<file path="config.mk">
export PLATFORM = sky130hd
export DESIGN_NAME = lsu_load_align
export DESIGN_NICKNAME = d
export VERILOG_FILES = /design/src/common/lsu_pkg.sv /design/src/lsu/lsu_load_align.sv
export VERILOG_INCLUDE_DIRS = /design/src /design/src/common
export SDC_FILE = /design/constraint.sdc
export NUM_CORES = 1
export LEC_CHECK = 0
export BUFFER_PORTS_ARGS = -buffer_cell sky130_fd_sc_hd__buf_4
export CAP_MARGIN = 10
export CORE_AREA = 2 2 148 150
export CTS_CLUSTER_DIAMETER = 200
export DETAILED_ROUTE_END_ITERATION = 12
export DIE_AREA = 0 0 150 152
export PLACE_DENSITY = 0.52
export SYNTH_ARGS = -nofsm -noshare
export SYNTH_HDL_FRONTEND = slang
export SYNTH_SLANG_ARGS = --single-unit
</file>
<file path="constraint.sdc">
create_clock -name clk -period 2.5 [get_ports clk]
set_clock_uncertainty 0.2 [all_clocks]
set_input_delay 0.125 -clock clk [delete_from_list [all_inputs] [get_ports clk]]
set_output_delay 0.125 -clock clk [all_outputs]
set_load 0.05 [all_outputs]
</file>
<file path="src/common/mem_params.svh">
`ifndef MEM_PARAMS_SVH
`define MEM_PARAMS_SVH

// data path width
`define MEM_DATA_W 32

// word address bits of the data ram, 1024 words by default
`define MEM_ADDR_W 10

// store select codes
`define LS_SEL_SB  4'd1
`define LS_SEL_SH  4'd2
`define LS_SEL_SW  4'd3
`define LS_SEL_SWL 4'd4
`define LS_SEL_SWR 4'd5

// load select codes, 0 and 13..15 unused
`define LS_SEL_LB  4'd6
`define LS_SEL_LBU 4'd7
`define LS_SEL_LH  4'd8
`define LS_SEL_LHU 4'd9
`define LS_SEL_LW  4'd10
`define LS_SEL_LWL 4'd11
`define LS_SEL_LWR 4'd12

`endif

</file>
<file path="src/common/lsu_pkg.sv">
`default_nettype none

`include "mem_params.svh"

package lsu_pkg;

    // one operation handed over by execute
    typedef struct packed {
        logic [31:0]            pc;
        // effective address for loads and stores
        logic [31:0]            alu_res;
        logic [`MEM_DATA_W-1:0] rt_data;
        logic                   ls_ena;
        logic [3:0]             ls_sel;
        logic                   w_reg_ena;
        logic [4:0]             w_reg_dst;
        logic                   wb_reg_sel;
        // hi and lo write enables
        logic [1:0]             w_hilo_ena;
        logic [`MEM_DATA_W-1:0] hi_res;
        logic [`MEM_DATA_W-1:0] lo_res;
    } ex_req_t;

    // one access to the data ram
    typedef struct packed {
        logic                   en;
        logic [3:0]             wen;
        // byte address
        logic [31:0]            addr;
        logic [`MEM_DATA_W-1:0] wdata;
    } ram_req_t;

    // bundle sent on to write-back
    typedef struct packed {
        logic [31:0]            pc;
        logic [31:0]            alu_res;
        logic [`MEM_DATA_W-1:0] r_data;
        logic                   w_reg_ena;
        logic [4:0]             w_reg_dst;
        logic                   wb_reg_sel;
        logic [1:0]             w_hilo_ena;
        logic [`MEM_DATA_W-1:0] hi_res;
        logic [`MEM_DATA_W-1:0] lo_res;
    } mem_res_t;

    // one data word as byte lanes or as halfwords
    typedef union packed {
        logic [`MEM_DATA_W/8-1:0][7:0]   b;
        logic [`MEM_DATA_W/16-1:0][15:0] h;
    } data_word_u;

endpackage

`default_nettype wire

</file>
<file path="src/lsu/lsu_load_align.sv">
`timescale 1ns/1ps
`default_nettype none

`include "mem_params.svh"

// memory side of the load/store unit
// picks bytes or halves out of the read word, extends or merges them,
// then registers the write-back bundle
module lsu_load_align
    import lsu_pkg::*;
(
    input  wire                   clk,
    input  wire                   rst_n,
    input  wire ex_req_t          ex_mem,
    input  wire [`MEM_DATA_W-1:0] rdata,
    output mem_res_t              mem_res
);

    data_word_u             rd;
    logic [1:0]             off;
    logic [`MEM_DATA_W-1:0] rt;
    logic [`MEM_DATA_W-1:0] r_data;

    assign rd  = rdata;
    assign off = ex_mem.alu_res[1:0];
    assign rt  = ex_mem.rt_data;

    always_comb begin
        r_data = '0;
        // idle cycles and non-load codes give zero
        if (ex_mem.ls_ena) begin
            case (ex_mem.ls_sel)
                `LS_SEL_LB:  r_data = {{24{rd.b[off][7]}}, rd.b[off]};
                `LS_SEL_LBU: r_data = {24'h0, rd.b[off]};
                `LS_SEL_LH: begin
                    // half at offset 0 or 2 only
                    if (!off[0]) begin
                        r_data = {{16{rd.h[off[1]][15]}}, rd.h[off[1]]};
                    end
                end
                `LS_SEL_LHU: begin
                    if (!off[0]) begin
                        r_data = {16'h0, rd.h[off[1]]};
                    end
                end
                `LS_SEL_LW:  r_data = rdata;
                `LS_SEL_LWL: begin
                    // low memory bytes go to the top, rt fills below
                    case (off)
                        2'd0:    r_data = {rd.b[0], rt[23:0]};
                        2'd1:    r_data = {rd.h[0], rt[15:0]};
                        2'd2:    r_data = {rd.b[2], rd.b[1], rd.b[0], rt[7:0]};
                        default: r_data = rdata;
                    endcase
                end
                `LS_SEL_LWR: begin
                    // high memory bytes go to the bottom, rt keeps the top
                    case (off)
                        2'd0:    r_data = rdata;
                        2'd1:    r_data = {rt[31:24], rd.b[3], rd.b[2], rd.b[1]};
                        2'd2:    r_data = {rt[31:16], rd.h[1]};
                        default: r_data = {rt[31:8], rd.b[3]};
                    endcase
                end
                default: r_data = '0;
            endcase
        end
    end

    // output register toward write-back
    always_ff @(posedge clk) begin
        // pass-through payload
        mem_res.pc         <= ex_mem.pc;
        mem_res.alu_res    <= ex_mem.alu_res;
        mem_res.w_reg_dst  <= ex_mem.w_reg_dst;
        mem_res.wb_reg_sel <= ex_mem.wb_reg_sel;
        mem_res.hi_res     <= ex_mem.hi_res;
        mem_res.lo_res     <= ex_mem.lo_res;
        if (!rst_n) begin
            mem_res.w_reg_ena  <= 1'b0;
            mem_res.w_hilo_ena <= 2'b00;
            mem_res.r_data     <= '0;
        end else begin
            mem_res.w_reg_ena  <= ex_mem.w_reg_ena;
            mem_res.w_hilo_ena <= ex_mem.w_hilo_ena;
            mem_res.r_data     <= r_data;
        end
    end

endmodule

`default_nettype wire

</file>
; ---- After elaboration in Yosys (flattened, before gate mapping)
; Index checks and enable logic that the tools add are counted.
[word_totals]
output_inout_bits = 169
ff_bits = 169
inputBits = 208
[op_classes]
eq_ne = 9
order_cmp = 2
reduce_logical = 2
muxes = 9
[op_table]
columns = operator, count
row1 = $pmux 32 s7, 1
row2 = $pmux 32 s3, 2
row3 = $mux 16, 3
row4 = $mux 32, 1
row5 = $eq 4x4->1 const B, 5
row6 = $bmux 8 s2, 1
row7 = $eq 4x3->1 const B, 2
row8 = $mux 8, 1
row9 = $lt 2x3->1 const B, 1
row10 = $eq 2x1->1 const B, 1
row11 = $eq 2x2->1 const B, 1
row12 = $logic_not 2->1, 1
row13 = $lt 1x2->1 const B, 1
row14 = $reduce_and 2->1, 1

; ---- Logic depth before layout (Yosys ltp)
[logic_depth]
word_depth = 4
depth_mapped = 7
ltp_nobuf = 4

; ---- Worst setup path before layout
; No wires, ideal clock.
[synth_timing]
path_kind = input to register
startpoint = input ex_mem[110] in the netlist's numbering
endpoint = register mem_res[102] in the netlist's numbering
setup_slack_ns = 0.788
stages = 7
arrival_ns = 1.378
cell_sequence = buf_6 -> mux4_2 -> nand4b_4 -> o21a_4 -> buf_6 -> buf_12 -> a31oi_2
[synth_between]
elab_chain_cells = 3
[synth_lines]
columns = element, line_no
row1 = "start, declared", lsu_load_align.sv:14  ; input wire ex_req_t ex_mem,
row2 = "$eq 2x2->1, or another cell as far along", "lsu_load_align.sv:49, lsu_load_align.sv:58"
row3 = "$pmux 32 s3, or another cell as far along", lsu_load_align.sv:58  ; case (off)
row4 = $pmux 32 s7 *, lsu_load_align.sv:32  ; case (ex_mem.ls_sel)
row5 = "end, declared", lsu_load_align.sv:16  ; output mem_res_t mem_res
; Every way passes the cells marked *; elsewhere a longest branch is shown, timed or not. The select of a mux whose other input is x is not followed.
; A chain may end at the register's enable or synchronous reset.

; ---- Final worst setup path
[layout_timing]
startpoint = input rdata[23]
endpoint = register mem_res[95] in the netlist's numbering
[layout_between]
elab_chain_cells = 3
[layout_lines]
columns = element, line_no
row1 = "start, declared", lsu_load_align.sv:15  ; input wire [`MEM_DATA_W-1:0] rdata,
row2 = $bmux 8 s2, lsu_load_align.sv:33  ; `LS_SEL_LB: r_data = {{24{rd.b[off][7]}}, rd.b[off]};
row3 = $mux 8 (implied by the code), lsu_load_align.sv:33
row4 = $pmux 32 s7, lsu_load_align.sv:32
; Every way passes these cells. The select of a mux whose other input is x is not followed.

==> results.py <==
metrics = {
    "timing": {
        "fmax_ghz": 0.416,
        "slew_headroom": 0.434,
        "slew_violations": 0,
        "setup_ws_ns": 0.0941,
        "tightest_slew_ns": 0.849,
        "hold_violations": 0,
        "setup_violations": 0,
        "rsz0062_at_grt": "no",
        "min_period_ns": 2.41,
        "tns_ns": 0,
        "whs_ns": 0.141,
        "fin_crit_sh": 0.962,
    },
    "placement": {
        "globalplace.congestion": 0.861,
        "pre_cts_ws_ns": 0.381,
        "io_buffers": 376,
        "place_area_um2": 8510,
        "dpl.hpwl_um": 19700,
    },
    "detailed_routing": {
        "drc": 0,
        "vias": 5913,
        "drt_iter0_drc": 380,
        "drt-vias-per-instance": 4.53,
        "wirelength_um": 27200,
        "drtPass1Iterations": 5,
        "antenna_left": 0,
        "wl_per_cell_um": 20.8,
    },
    "synthesis": {
        "syn_nets": 630,
        "ys_seq_area_frac": 0.623,
        "synthFlopType": "dfxtp_1",
        "synth_seq_cells": 169,
        "synthArstFlopShare": 0,
        "yosysUniqueCellTypes": 43,
        "synth_edf_count": 0,
        "ys_warn_count": 0,
        "synth_top_cell_by_area": "dfxtp_1",
        "syn_area_um2": 5430,
        "yosys-top-cells-area": "dfxtp_1, mux2i_1, mux4_2, a22oi_1, a31oi_2",
        "synth_top_cell_area_share": 0.623,
        "synth.avg_cell_area_um2": 12.9,
        "synthCells": 422,
    },
    "global_routing": {
        "overflow": 0,
        "grt_pass1_vias": 6208,
        "antenna_found_initial": 7,
        "grt_usage": 0.230,
        "grt_pass1_wl_um": 39000,
        "grt_max_degree": 34,
    },
    "setup_path": {
        "cp_slowest_stage_delay_ns": 0.58,
        "worstPathRequired_ns": 2.61,
        "start_kind": "primary input",
        "critical_path_class": "in -> reg",
        "path_common_cell": "dlygate4sd3_1",
        "crit_chain": "dlygate4sd3_1 > buf_4 > mux4_2 > nand4b_4 > o21a_4 > buf_12 > a31oi_2 > dlygate4sd3_1",
        "worst_ep_arrival_time_ns": 2.52,
        "worst_setup_path_end_kind": "register",
        "cp-startpoint": "rdata[23]",
        "worst-path-buf-inv": 4,
        "cpLargestDelayFamily": "buffers and inverters",
        "crit_fanout": 10,
        "slowest_stage": "dlygate4sd3_1",
    },
    "run_status": {
        "status": "finished, final reports clean",
    },
    "power": {
        "vdd_drop_max_mv": 0.340,
        "total_power_mw": 6.93,
        "power_density_nw_per_um2": 619,
        "p_leak_nw": 5.08,
    },
    "finish": {
        "fin_nets": 1214,
        "nFillCells": 1876,
        "regMostFlops": "mem_res",
        "final_cell_mix": "buf_4, dlygate4sd3_1, dfxtp_1, nand2_1, mux2i_1",
        "top_regs": "mem_res (169)",
        "layout-drive-gt1-share": 0.455,
        "layout_commonest_cell": "buf_4",
        "largest_register_ff_count": 169,
        "area_growth_pct": 106,
        "fin_area_um2": 11200,
    },
    "clock_network": {
        "cts_htree_levels": 4,
        "cts_root_buffer": "clkbuf_16",
        "cts-buffers-inserted": 17,
        "clk_path_buf_depth": 2,
        "cts.sinks": 169,
        "clk_pin_slew_worst_paths_ns": 0.07,
        "cts_tree": "yes",
    },
    "die": {
        "die_h_um": 152,
        "ios": 377,
        "coreArea_um2": 21400,
        "start_util": 0.254,
        "rows": 54,
        "die_w_um": 150,
        "dieArea_um2": 22800,
    },
    "run": {
        "maxCapViolCount": 0,
    },
    "min_path": {
        "min_from": "ex_mem[46]",
        "min-delay-path-class": "in -> reg",
    },
}
==> where the power goes <==
group          internal (mW)  total [mW]  switching [mW]
Clock                   1.34        2.59            1.25
Combinational          0.662        1.48           0.823
Sequential              2.82        2.86          0.0435
Total                   4.82        6.93            2.12
==> layer usage <==
metal	global-route usage	up-vias	routed length (µm)	part of all wire
li1	-	2747	-	-
met1	0.271	2813	10900	0.40
met2	0.389	300	13300	0.49
met3	0.0712	51	2110	0.078
met4	0.0898	2	833	0.031
met5	0	-	12	0.00044
==> area by class of cell <==
| type | instances | area [µm²] | area share |
|---|---|---|---|
| clock buffer | 18 | 429 | 0.0383 |
| inverter | 1 | 3.75 | 0.000335 |
| antenna | 6 | 15.0 | 0.00134 |
| timing repair buffer | 594 | 4980 | 0.445 |
| tap | 280 | 350 | 0.0313 |
| clock inverter | 14 | 151 | 0.0135 |
| multi-input combinational | 223 | 1880 | 0.168 |
| sequential | 169 | 3380 | 0.302 |
==> cells by family after synthesis <==
| logic type | share of synthesized area |
|---|---|
| compound gates | 0.152 |
| flops | 0.623 |
| simple gates | 0.0733 |
| mux | 0.120 |
| buf+inv | 0.0316 |
==> synthesized netlist by cell type (2+ instances only) <==
master	count
a31oi_1	14
a31oi_2	10
o22ai_1	6
o21ai_0	4
o21a_1	2
dfxtp_1	169
nor3_1	5
buf_6	2
clkbuf_1	7
nand2b_1	4
nor3b_1	6
buf_2	16
and2_1	4
o211ai_1	6
mux2i_1	28
a211oi_1	12
a21oi_1	17
a22oi_1	18
nor2_1	7
mux4_2	12
mux2_2	9
nand4b_4	2
a222oi_1	8
a31o_2	5
buf_4	2
nand2_1	30
==> metrics by stage <==
step                      instances   util
after detailed placement       1059  0.399
after global routing           1301  0.524
after floorplan                 422      -
after CTS                      1296  0.522
after global placement         1059  0.399
final                          1305  0.524
==> path summary, 6_finish.rpt <==
check,endpoint,slack (ns),cells past startpoint
setup / recovery,mem_res[95]$_SDFF_PN0_,0.09,8
hold / removal,mem_res[46]$_DFF_P_,0.14,2
==> repair_timing <==
action	in CTS	in global routing
buffers inserted	0	3
hold buffers	205	0
endpoints found under the setup margin	0	15
gates resized for setup	0	0
hold endpoints to repair	169	0
No activity file was read; power rests on OpenSTA's default activity.
