## src/common/mem_params.svh

```systemverilog
`ifndef MEM_PARAMS_SVH
`define MEM_PARAMS_SVH

// data path width
`define MEM_DATA_W 32

// word address bits of the data ram, 1024 words by default
`define MEM_ADDR_W 10

// store select codes
`define LS_SEL_SB  4'd1
`define LS_SEL_SH  4'd2
`define LS_SEL_SW  4'd3
`define LS_SEL_SWL 4'd4
`define LS_SEL_SWR 4'd5

// load select codes, 0 and 13..15 unused
`define LS_SEL_LB  4'd6
`define LS_SEL_LBU 4'd7
`define LS_SEL_LH  4'd8
`define LS_SEL_LHU 4'd9
`define LS_SEL_LW  4'd10
`define LS_SEL_LWL 4'd11
`define LS_SEL_LWR 4'd12

`endif

```

## src/common/lsu_pkg.sv

```systemverilog
`default_nettype none

`include "mem_params.svh"

package lsu_pkg;

    // one operation handed over by execute
    typedef struct packed {
        logic [31:0]            pc;
        // effective address for loads and stores
        logic [31:0]            alu_res;
        logic [`MEM_DATA_W-1:0] rt_data;
        logic                   ls_ena;
        logic [3:0]             ls_sel;
        logic                   w_reg_ena;
        logic [4:0]             w_reg_dst;
        logic                   wb_reg_sel;
        // hi and lo write enables
        logic [1:0]             w_hilo_ena;
        logic [`MEM_DATA_W-1:0] hi_res;
        logic [`MEM_DATA_W-1:0] lo_res;
    } ex_req_t;

    // one access to the data ram
    typedef struct packed {
        logic                   en;
        logic [3:0]             wen;
        // byte address
        logic [31:0]            addr;
        logic [`MEM_DATA_W-1:0] wdata;
    } ram_req_t;

    // bundle sent on to write-back
    typedef struct packed {
        logic [31:0]            pc;
        logic [31:0]            alu_res;
        logic [`MEM_DATA_W-1:0] r_data;
        logic                   w_reg_ena;
        logic [4:0]             w_reg_dst;
        logic                   wb_reg_sel;
        logic [1:0]             w_hilo_ena;
        logic [`MEM_DATA_W-1:0] hi_res;
        logic [`MEM_DATA_W-1:0] lo_res;
    } mem_res_t;

    // one data word as byte lanes or as halfwords
    typedef union packed {
        logic [`MEM_DATA_W/8-1:0][7:0]   b;
        logic [`MEM_DATA_W/16-1:0][15:0] h;
    } data_word_u;

endpackage

`default_nettype wire

```

## src/lsu/lsu_store_fmt.sv

```systemverilog
`timescale 1ns/1ps
`default_nettype none

`include "mem_params.svh"

// execute side of the load/store unit
// builds the ram strobe, byte enables and lane-positioned store data
module lsu_store_fmt
    import lsu_pkg::*;
(
    input  wire ex_req_t ex_req,
    output ram_req_t     ram_req
);

    // byte offset inside the word
    logic [1:0]             off;
    logic [`MEM_DATA_W-1:0] rt;
    logic [3:0]             wen;
    data_word_u             wd;

    assign off = ex_req.alu_res[1:0];
    assign rt  = ex_req.rt_data;

    always_comb begin
        wen = 4'b0000;
        wd  = '0;
        case (ex_req.ls_sel)
            `LS_SEL_SB: begin
                // only the addressed lane
                wen[off] = 1'b1;
                wd.b     = {4{rt[7:0]}};
            end
            `LS_SEL_SH: begin
                // odd offsets write nothing, no exception raised
                if (off[0]) begin
                    wen = 4'b0000;
                end else if (off[1]) begin
                    wen = 4'b1100;
                end else begin
                    wen = 4'b0011;
                end
                wd.b = {2{rt[15:0]}};
            end
            `LS_SEL_SW: begin
                wen = 4'b1111;
                wd  = rt;
            end
            `LS_SEL_SWL: begin
                // offset k keeps lanes 0..k
                wen = 4'b1111 >> (2'd3 - off);
                // high bytes of rt slide down into those lanes
                wd  = rt >> (8 * (2'd3 - off));
            end
            `LS_SEL_SWR: begin
                // offset k keeps lanes k..3
                wen = 4'b1111 << off;
                // low bytes of rt slide up
                wd  = rt << (8 * off);
            end
            default: begin
                // loads and unused codes only read
                wen = 4'b0000;
                wd  = '0;
            end
        endcase
    end

    // strobe follows the enable level directly
    always_comb begin
        ram_req.en    = ex_req.ls_ena;
        ram_req.wen   = ex_req.ls_ena ? wen : 4'b0000;
        // address zeroed when idle
        ram_req.addr  = ex_req.ls_ena ? ex_req.alu_res : 32'h0;
        ram_req.wdata = wd;
    end

endmodule

`default_nettype wire

```

## config.mk

```make
export PLATFORM = sky130hd
export DESIGN_NAME = lsu_store_fmt
export DESIGN_NICKNAME = d
export VERILOG_FILES = /design/src/common/lsu_pkg.sv /design/src/lsu/lsu_store_fmt.sv
export VERILOG_INCLUDE_DIRS = /design/src /design/src/common
export SDC_FILE = /design/constraint.sdc
export NUM_CORES = 1
export LEC_CHECK = 0
export BUFFER_PORTS_ARGS = -buffer_cell sky130_fd_sc_hd__buf_2
export CORE_AREA = 5 5 90 92
export DETAILED_ROUTE_END_ITERATION = 7
export DIE_AREA = 0 0 95 97
export PLACE_DENSITY = 0.71
export SYNTH_ARGS = -nofsm -noshare
export SYNTH_HDL_FRONTEND = slang
export SYNTH_SLANG_ARGS = --single-unit
```

## constraint.sdc

```tcl
create_clock -name vclk -period 1.6
set_clock_uncertainty 0.2 [all_clocks]
set_input_delay 0.16 -clock vclk [all_inputs]
set_output_delay 0.16 -clock vclk [all_outputs]
set_load 0.01 [all_outputs]
```

Word level (Yosys, flattened, before mapping)
Cells that the tools add are included.
- word-level logic and storage cells: 22
- input port bits: 174
- output and inout port bits: 69
- register bits after elaboration: 0
- add/sub/neg operators: 2
- multiplexer cells: 8
- eq/ne operators: 5
- shifts and indexed selects: 4
- reductions and logical operators: 1
- $lt $le $gt $ge: 2
- operators by type and width (operator ; count):
    $pmux 32 s5 ; 1
    $mux 32 ; 1
    $shl 32x5->32 ; 1
    $shr 32x32->32 ; 1
    $pmux 4 s5 ; 1
    $mux 4 ; 3
    $eq 4x2->1 const B ; 2
    $eq 4x3->1 const B ; 2
    $eq 4x1->1 const B ; 1
    $shl 4x2->4 const A ; 1
    $shr 4x2->4 const A ; 1
    $lt 2x3->1 const B ; 1
    $sub 2x2->3 const A ; 1
    $demux 1 s2 ; 1
    $ge 2x1->1 const B ; 1
    $sub 2x2->2 const A ; 1
    $logic_and 1x1->1 ; 1
    $mux 1 ; 1

Depth between registers and ports, before layout
Gate-level depths: netlist of run 1.
- word-level depth: 6
- mapped depth: 8
- gate-level depth less buffers: 4

Worst setup path before layout of run 1
No wires, ideal clock.
- kind: input to output
- from: input port ex_req[73] (netlist name)
- to: output port ram_req[24] (netlist name)
- data required time: 1240 ps
- path buffers: 2
- arrival time: 1320 ps
- stages on the path: 5
- slack: -80 ps
- cells stage by stage: buf_4 -> buf_2 -> mux2_2 -> a222oi_1 -> o21ai_0
- RTL lines (item ; line ; RTL):
    start, declared ; lsu_store_fmt.sv:11 ; input wire ex_req_t ex_req,
    end, declared ; lsu_store_fmt.sv:12 ; output ram_req_t ram_req

==> results of run 1 <==
## critical path: stages
cell and delay (ns):
buf_8 0.10, buf_12 0.13, nor4b_4 0.28, buf_4 0.19, and2_4 0.17, buf_6 0.12
a22oi_2 0.08, nand2_1 0.07, buf_2 0.12
## layer usage
metal / global-route usage (%) / share of wire [%]
met5: 0 / 0
met4: 3.330 / 1.8
met3: 8.146 / 16
met2: 31.83 / 43
met1: 25.00 / 39
## cell families (layout without fill, tap and decap cells)
logic type             count (synthesis)  after routing  synth area share, %
XOR/XNOR                               1              1               0.4705
buffers and inverters                 29            205                9.005
AO/OA/AOI/OAI                         93             93                36.29
multiplexers                          39             39                22.58
AND/OR/NAND/NOR                      101            101                31.65
## final cells by class
class | instances | share of cell area, %
repair buffers | 205 | 40.65
multi-input cells | 234 | 55.78
well taps | 99 | 3.568
## Yosys cell counts, drive strengths merged, types with 8 or more instances
master,count,share of area (%)
mux2i,15,8.1
a22oi,21,8.5
buf,18,6.7
clkbuf,11,2.4
o221ai,8,3.8
mux2,24,15
o2bb2ai,13,6.1
nor2,8,2.2
nand2,27,5.4
and2,42,14
o21ai,23,6.2
nor2b,9,3.0
## worst max-delay path by stage
stage	endpoint	slack [ns]
floorplan	ram_req[15]	-0.02
CTS	ram_req[31]	-0.14
global placement	ram_req[26]	-0.22
detailed placement	ram_req[30]	-0.25
finish	ram_req[21]	-0.18
global route	ram_req[28]	-0.24
## cells in the final DEF, fill, tap and decap left out, types with 5 or more instances in the layout
cell and n:
a21oi_1 7, a222oi_1 7, a22oi_1 10, a22oi_2 11, and2_1 37, buf_12 6, buf_2 131, buf_4 44
buf_6 18, buf_8 5, mux2_2 23, mux2i_1 10, nand2_1 26, nor2_1 6, nor2b_1 7, o21ai_1 10
o21ai_2 8, o221ai_2 6, o2bb2ai_1 12
## timing repair
| action | 4_1_cts | 5_1_grt |
|---|---|---|
| pin swaps | 27 | 10 |
| buffers inserted | 13 | 2 |
| gates cloned | 1 | 0 |
| endpoints found under the setup margin | 36 | 36 |
| gates resized for setup | 87 | 14 |
## metrics by stage
step | hold WS, ns | power (uW) | instance area, um^2 | util (%)
floorplan | 0.2118 | 421.4 | 1936 | -
global route | 0.4262 | 1010 | 3472 | 48.65
global placement | 0.4157 | 784.5 | 3027 | 42.41
finish | 0.4115 | 944.3 | 3472 | 48.65
detailed placement | 0.4135 | 797.4 | 3027 | 42.41
CTS | 0.4141 | 919.4 | 3438 | 48.18
## where the power goes
| group | switching, uW | leakage [uW] | internal, uW | total, uW |
|---|---|---|---|---|
| Sequential | 0 | 0 | 0 | 0 |
| Clock | 0 | 0 | 0 | 0 |
| Combinational | 473 | 0.00168 | 472 | 944 |
| Total | 473 | 0.00168 | 472 | 944 |
==> out/summary.txt, run 1 <==
Status - complete, but fails checks
Failing checks - setup timing
Final TNS setup - -3.245 ns
Final setup margin - -0.1786 ns
Rel. slew slack - 53.90%
Via density - 5.439
Sequential area share after synthesis - 0%
Post-Syn Instances - 263
Worst Tran Pin Value - 0.6900 ns
Drt drc - 0
Final Cycle Share - 111.2%
Die area - 9215 um^2
Crit Path Max Fanout - 7
Crit path capture type - primary output
Gr usage total - 19.83%
Worst setup startpoint - ex_req[73]
Placed Cells - 528
Avg Cell Area, Syn - 7.079 um^2
IO Pins - 243
Total Wirelength - 9937 um
Die height - 97 um
Core area - 7137 um^2
Rows - 31
Syn. warnings - 0
Register area - 0 um^2
Number of DRC markers in iteration 0 - 241
CP Class - in -> out
Leakage - 0.001679 uW
Fill cells - 719
Fmax - 562.2 MHz
Hold_buf cts - 0
Vias in the first global route - 2953
Hold Path Sink - ram_req[51]
Initial core utilization - 26.09%
Clock buffer cells - 0
Final Slew Violations - 0
# nets final - 615
# port buffers - 138
Hold depth - 3
Worst slack, placed - -0.2543 ns
Hold Startpoint - ex_req[129]
Unique cell type count in the Yosys netlist - 40
Multi-input logic area - 1937 um^2
Largest net degree at the start of global routing - 34
Die W - 95 um
Total vias in the final route - 2926
Period minus WS final - 1.779 ns
Routed wire per std cell - 18.47 um
Net Count, Synth - 437
Layout Cells excl Fill - 538
Worst min path class - in -> out
Detailed Place HPWL - 7572 um
Setup Viol. Count Final - 34
Startpoint Class - input port
Final antenna-violating net count - 0
DRT Pass-1 Iters - 5
Synth Cell Area - 1862 um^2
WP data required - 1.24 ns
Initial antenna violation count - 0
Area Overhead vs Synth - 86.49%
Crit path DAT - 1.42 ns
Max Cap Viol - 0
First-pass GRT wire length - 14860 um
# diodes - 0
Layout cells sized above 1 - 64.01%
Sequential cells - 0
Total power density per cell area - 272.0 nW/um^2
Worst vdd ir - 0.0001424 V
Unrepaired setup endpoints after global routing - true
GRT Residual Overflow - 0
RePlAce Congestion - 0.9393
Hold Vio Cnt, Final - 0
(Power assumes the default switching activity.)
==> inputs of run 2 (changes only) <==
--- a/config.mk
+++ b/config.mk
@@ -11,6 +11,7 @@
 export DETAILED_ROUTE_END_ITERATION = 7
 export DIE_AREA = 0 0 95 97
 export PLACE_DENSITY = 0.71
+export SKIP_LAST_GASP = 1
 export SYNTH_ARGS = -nofsm -noshare
 export SYNTH_HDL_FRONTEND = slang
 export SYNTH_SLANG_ARGS = --single-unit
==> run 2 against run 1 <==
Compared with the run above:
- the run still ends with setup timing left
- critical path depth is the same
- worst hold slack about the same
- core utilization is the same
- count of clock-buffer cells in the layout unchanged
- combinational power barely moved
- non-clock buffer count did not move
- highest routed layer unchanged
==> out/summary.txt, run 2 (same netlist as run 1, synthesis figures left out) <==
Status - complete, but fails checks (unchanged)
Failing checks - setup timing (unchanged)
Hold Startpoint - ex_req[129] (unchanged)
Worst Tran Pin Value - 0.6737 ns (was 0.6900 ns)
CP Class - in -> out (unchanged)
Gr usage total - 19.88% (was 19.83%)
Crit path DAT - 1.42 ns (about the same)
Worst vdd ir - 0.0001419 V (was 0.0001424 V)
Core area - 7137 um^2 (unchanged)
Clock buffer cells - 0 (unchanged)
Final Slew Violations - 0 (unchanged)
Sequential cells - 0 (unchanged)
First-pass GRT wire length - 14880 um (was 14860 um)
Rel. slew slack - 54.99% (was 53.90%)
Unrepaired setup endpoints after global routing - true (unchanged)
Leakage - 0.001679 uW (about the same)
Crit Path Max Fanout - 7 (unchanged)
Final antenna-violating net count - 0 (unchanged)
# port buffers - 138 (unchanged)
Die area - 9215 um^2 (unchanged)
Worst min path class - in -> out (unchanged)
WP data required - 1.24 ns (about the same)
Crit path capture type - primary output (unchanged)
Register area - 0 um^2 (unchanged)
Total Power - 945.2 uW (was 944.3 uW)
Initial antenna violation count - 0 (unchanged)
RePlAce Congestion - 0.9393 (unchanged)
Hold_buf cts - 0 (unchanged)
Routed wire per std cell - 18.55 um (was 18.47 um)
Total Wirelength - 9978 um (was 9937 um)
Setup Viol. Count Final - 34 (unchanged)
Worst setup startpoint - ex_req[73] (unchanged)
Fill cells - 716 (was 719)
GRT Residual Overflow - 0 (unchanged)
Hold Path Sink - ram_req[51] (unchanged)
# diodes - 0 (unchanged)
Max Cap Viol - 0 (unchanged)
Initial core utilization - 26.09% (unchanged)
Hold depth - 3 (unchanged)
Period minus WS final - 1.779 ns (about the same)
Detailed Place HPWL - 7572 um (unchanged)
Vias in the first global route - 2945 (was 2953)
Startpoint Class - input port (unchanged)
Final setup margin - -0.1787 ns (was -0.1786 ns)
Hold Vio Cnt, Final - 0 (unchanged)
Fmax - 562.2 MHz (about the same)
Fin Hold WS - 0.4114 ns (was 0.4115 ns)
Via density - 5.454 (was 5.439)
Drt drc - 0 (unchanged)
Number of DRC markers in iteration 0 - 254 (was 241)
Final Cycle Share - 111.2% (about the same)
Largest net degree at the start of global routing - 34 (unchanged)
# nets final - 615 (unchanged)
Total power density per cell area - 272.2 nW/um^2 (was 272.0 nW/um^2)
Total vias in the final route - 2934 (was 2926)
DRT Pass-1 Iters - 7 (was 5)
Most frequent cells in the layout - buf_2 (131), buf_4 (44), and2_1 (37) (unchanged)
IO Pins - 243 (unchanged)
Die height - 97 um (unchanged)
Area Overhead vs Synth - 86.49% (unchanged)
Layout cells sized above 1 - 64.01% (unchanged)
Die W - 95 um (unchanged)
Most common cell after layout, fill and taps aside - buf_2 (unchanged)
Rows - 31 (unchanged)
[run 2: power breakdown]
group / total, uW / internal, uW / switching (uW)
Clock: 0 / 0 / 0
Sequential: 0 / 0 / 0
Combinational: 945 / 472 / 473
[run 2: worst max-delay path, cell delays in order]
cell	delay [ns]
buf_8	0.10
buf_12	0.13
nor4b_4	0.28
buf_4	0.19
and2_4	0.17
buf_6	0.13
a22oi_2	0.08
nand2_1	0.07
buf_2	0.12
[run 2: what timing repair did]
action,in CTS,in global routing
setup buffers,13,2
gates resized for setup,83,17
endpoints found under the setup margin,36,36
gates cloned,1,0
pin swaps,25,10
[run 2: through the flow]
step / std cells / setup slack, ns / util, % / setup TNS, ns / area (um^2)
detailed placement: 528 / -0.2543 / 42.41 / -6.915 / 3027
finish: 538 / -0.1787 / 48.65 / -3.369 / 3472
CTS: 539 / -0.1603 / 48.00 / -2.553 / 3426
floorplan: 263 / -0.02291 / - / -0.02291 / 1936
global placement: 528 / -0.2199 / 42.41 / -6.361 / 3027
global route: 538 / -0.2448 / 48.65 / -5.902 / 3472
[run 2: area by class of cell]
cell class | count | area [um^2] | area share [%]
multi-input cells | 234 | 1937 | 55.78
repair buffers | 205 | 1411 | 40.65
well taps | 99 | 123.9 | 3.568
[run 2: worst max path at each step]
stage,endpoint,slack [ns],cells past startpoint
floorplan,ram_req[15],-0.02,8
global placement,ram_req[26],-0.22,8
detailed placement,ram_req[30],-0.25,8
CTS,ram_req[31],-0.16,8
global route,ram_req[28],-0.24,8
finish,ram_req[21],-0.18,9
[run 2: routing by layer]
metal  up-vias  part of all wire [%]  track usage [%]
met2       203                    43            31.89
met4         0                   2.1            3.330
met5         -                     0                0
met1      1361                    40            25.09
met3        19                    15            8.146
li1       1351                     -                -
==> inputs of run 3 (changes only) <==
--- a/config.mk
+++ b/config.mk
@@ -11,6 +11,7 @@
 export DETAILED_ROUTE_END_ITERATION = 7
 export DIE_AREA = 0 0 95 97
 export PLACE_DENSITY = 0.71
+export SETUP_SLACK_MARGIN = 0.3
 export SKIP_LAST_GASP = 1
 export SYNTH_ARGS = -nofsm -noshare
 export SYNTH_HDL_FRONTEND = slang
==> run 3 against run 2 <==
Compared with the run above:
- the run still ends with setup timing left
- via count rose by 0.58%
- largest power group unchanged
- highest routed layer is now met5
- largest cell class unchanged
- total power is 6.8% higher
- critical endpoint is now ram_req[31]
- non-clock buffer count up 14
==> out/summary.txt, run 3 (same netlist as run 1, synthesis figures left out) <==
Status - complete, but fails checks (unchanged)
Failing checks - setup timing (unchanged)
Total Power - 1009 uW (was 945.2 uW)
Final Cycle Share - 108.2% (was 111.2%)
Final setup margin - -0.1317 ns (was -0.1787 ns)
Routed wire per std cell - 19.12 um (was 18.55 um)
Via density - 5.346 (was 5.454)
Register area - 0 um^2 (unchanged)
DRT Pass-1 Iters - 5 (was 7)
Die W - 95 um (unchanged)
Crit Path Max Fanout - 7 (unchanged)
GRT Residual Overflow - 0 (unchanged)
Gr usage total - 20.96% (was 19.88%)
Layout cells sized above 1 - 64.68% (was 64.01%)
# diodes - 0 (unchanged)
IO Pins - 243 (unchanged)
Hold_buf cts - 0 (unchanged)
First-pass GRT wire length - 15600 um (was 14880 um)
Gr busiest metal - met2 (unchanged)
Total power density per cell area - 274.3 nW/um^2 (was 272.2 nW/um^2)
Unrepaired setup endpoints after global routing - true (unchanged)
Die height - 97 um (unchanged)
RePlAce Congestion - 0.9061 (was 0.9393)
Die area - 9215 um^2 (unchanged)
Most common cell after layout, fill and taps aside - buf_2 (unchanged)
Crit path capture type - primary output (unchanged)
Detailed Place HPWL - 8606 um (was 7572 um)
# port buffers - 138 (unchanged)
Most frequent cells in the layout - buf_2 (122), buf_4 (70), and2_1 (41) (was buf_2 (131), buf_4 (44), and2_1 (37))
# nets final - 629 (was 615)
Worst vdd ir - 0.0001560 V (was 0.0001419 V)
Sequential cells - 0 (unchanged)
Largest net degree at the start of global routing - 23 (was 34)
Hold Vio Cnt, Final - 0 (unchanged)
Final TNS setup - -2.794 ns (was -3.369 ns)
Met3 usage in global routing - 7.060% (was 8.146%)
Rows - 31 (unchanged)
Setup Viol. Count Final - 36 (was 34)
Fill cells - 721 (was 716)
Area Overhead vs Synth - 97.65% (was 86.49%)
Drt drc - 0 (unchanged)
Startpoint Class - input port (unchanged)
Worst Tran Pin Value - 0.3258 ns (was 0.6737 ns)
Hold depth - 3 (unchanged)
Layout Cells excl Fill - 552 (was 538)
Worst slack, placed - -0.2984 ns (was -0.2543 ns)
Total vias in the final route - 2951 (was 2934)
Clock buffer cells - 0 (unchanged)
Number of DRC markers in iteration 0 - 220 (was 254)
Multi-input logic area - 2037 um^2 (was 1937 um^2)
Final Slew Violations - 0 (unchanged)
Final antenna-violating net count - 0 (unchanged)
Max Cap Viol - 0 (unchanged)
Core area - 7137 um^2 (unchanged)
Met2 GRT Util - 33.57% (was 31.89%)
Crit path DAT - 1.37 ns (was 1.42 ns)
Fmax - 577.5 MHz (was 562.2 MHz)
Rel. slew slack - 78.28% (was 54.99%)
WP data required - 1.24 ns (about the same)
Leakage - 0.001739 uW (was 0.001679 uW)
Placed Cells - 539 (was 528)
GR Util met1 - 28.02% (was 25.09%)
Initial antenna violation count - 2 (was 0)
CP Class - in -> out (unchanged)
Period minus WS final - 1.732 ns (was 1.779 ns)
Vias in the first global route - 2995 (was 2945)
Initial core utilization - 26.09% (unchanged)
Worst min path class - in -> out (unchanged)
Total Wirelength - 10550 um (was 9978 um)
==> run 3: cell types whose count changed in the layout (fill, tap and decap cells not counted), sizes merged <==
cell | previous run | this run
buf | 205 | 217
clkbuf | 0 | 2
==> run 3: worst paths after layout <==
check        start     endpoint  slack (ns)
max     ex_req[73]  ram_req[31]       -0.13
min    ex_req[114]  ram_req[36]        0.41
==> run 3: where the power goes <==
| group | internal, uW | total [uW] | switching (uW) |
|---|---|---|---|
| clock network | 0 | 0 | 0 |
| registers | 0 | 0 | 0 |
| logic | 513 | 1010 | 496 |
| total | 513 | 1010 | 496 |
==> run 3: layout make-up <==
cell class	count	area share, %
multi-input combinational	234	55.36
timing repair buffer	219	41.28
tap	99	3.366
==> run 3: repair_timing <==
action                     CTS  global route
pin swaps                   15            14
setup buffers                3             8
gates cloned                 0             2
gates resized for setup     42            30
setup endpoints to repair   37            37
hold endpoints to repair     0             0
==> run 3: metrics by stage <==
step | hold slack, ns | instance area [um^2] | util, %
after global routing | 0.4237 | 3680 | 51.56
after detailed placement | 0.4117 | 3257 | 45.63
after floorplan | 0.2118 | 2145 | -
after CTS | 0.4121 | 3451 | 48.35
final | 0.4115 | 3680 | 51.56
after global placement | 0.4135 | 3257 | 45.63
==> run 3: critical path, cell delays in order <==
cell and delay, ns:
buf_12 0.12, buf_4 0.13, buf_6 0.11, mux2_4 0.29, a22o_1 0.18, a221o_1 0.25, buf_2 0.14
==> run 3: routing by layer <==
metal	vias up	share of wire [%]
met1	1360	42
li1	1385	-
met4	2	1.5
met5	-	0.076
met2	188	43
met3	16	14
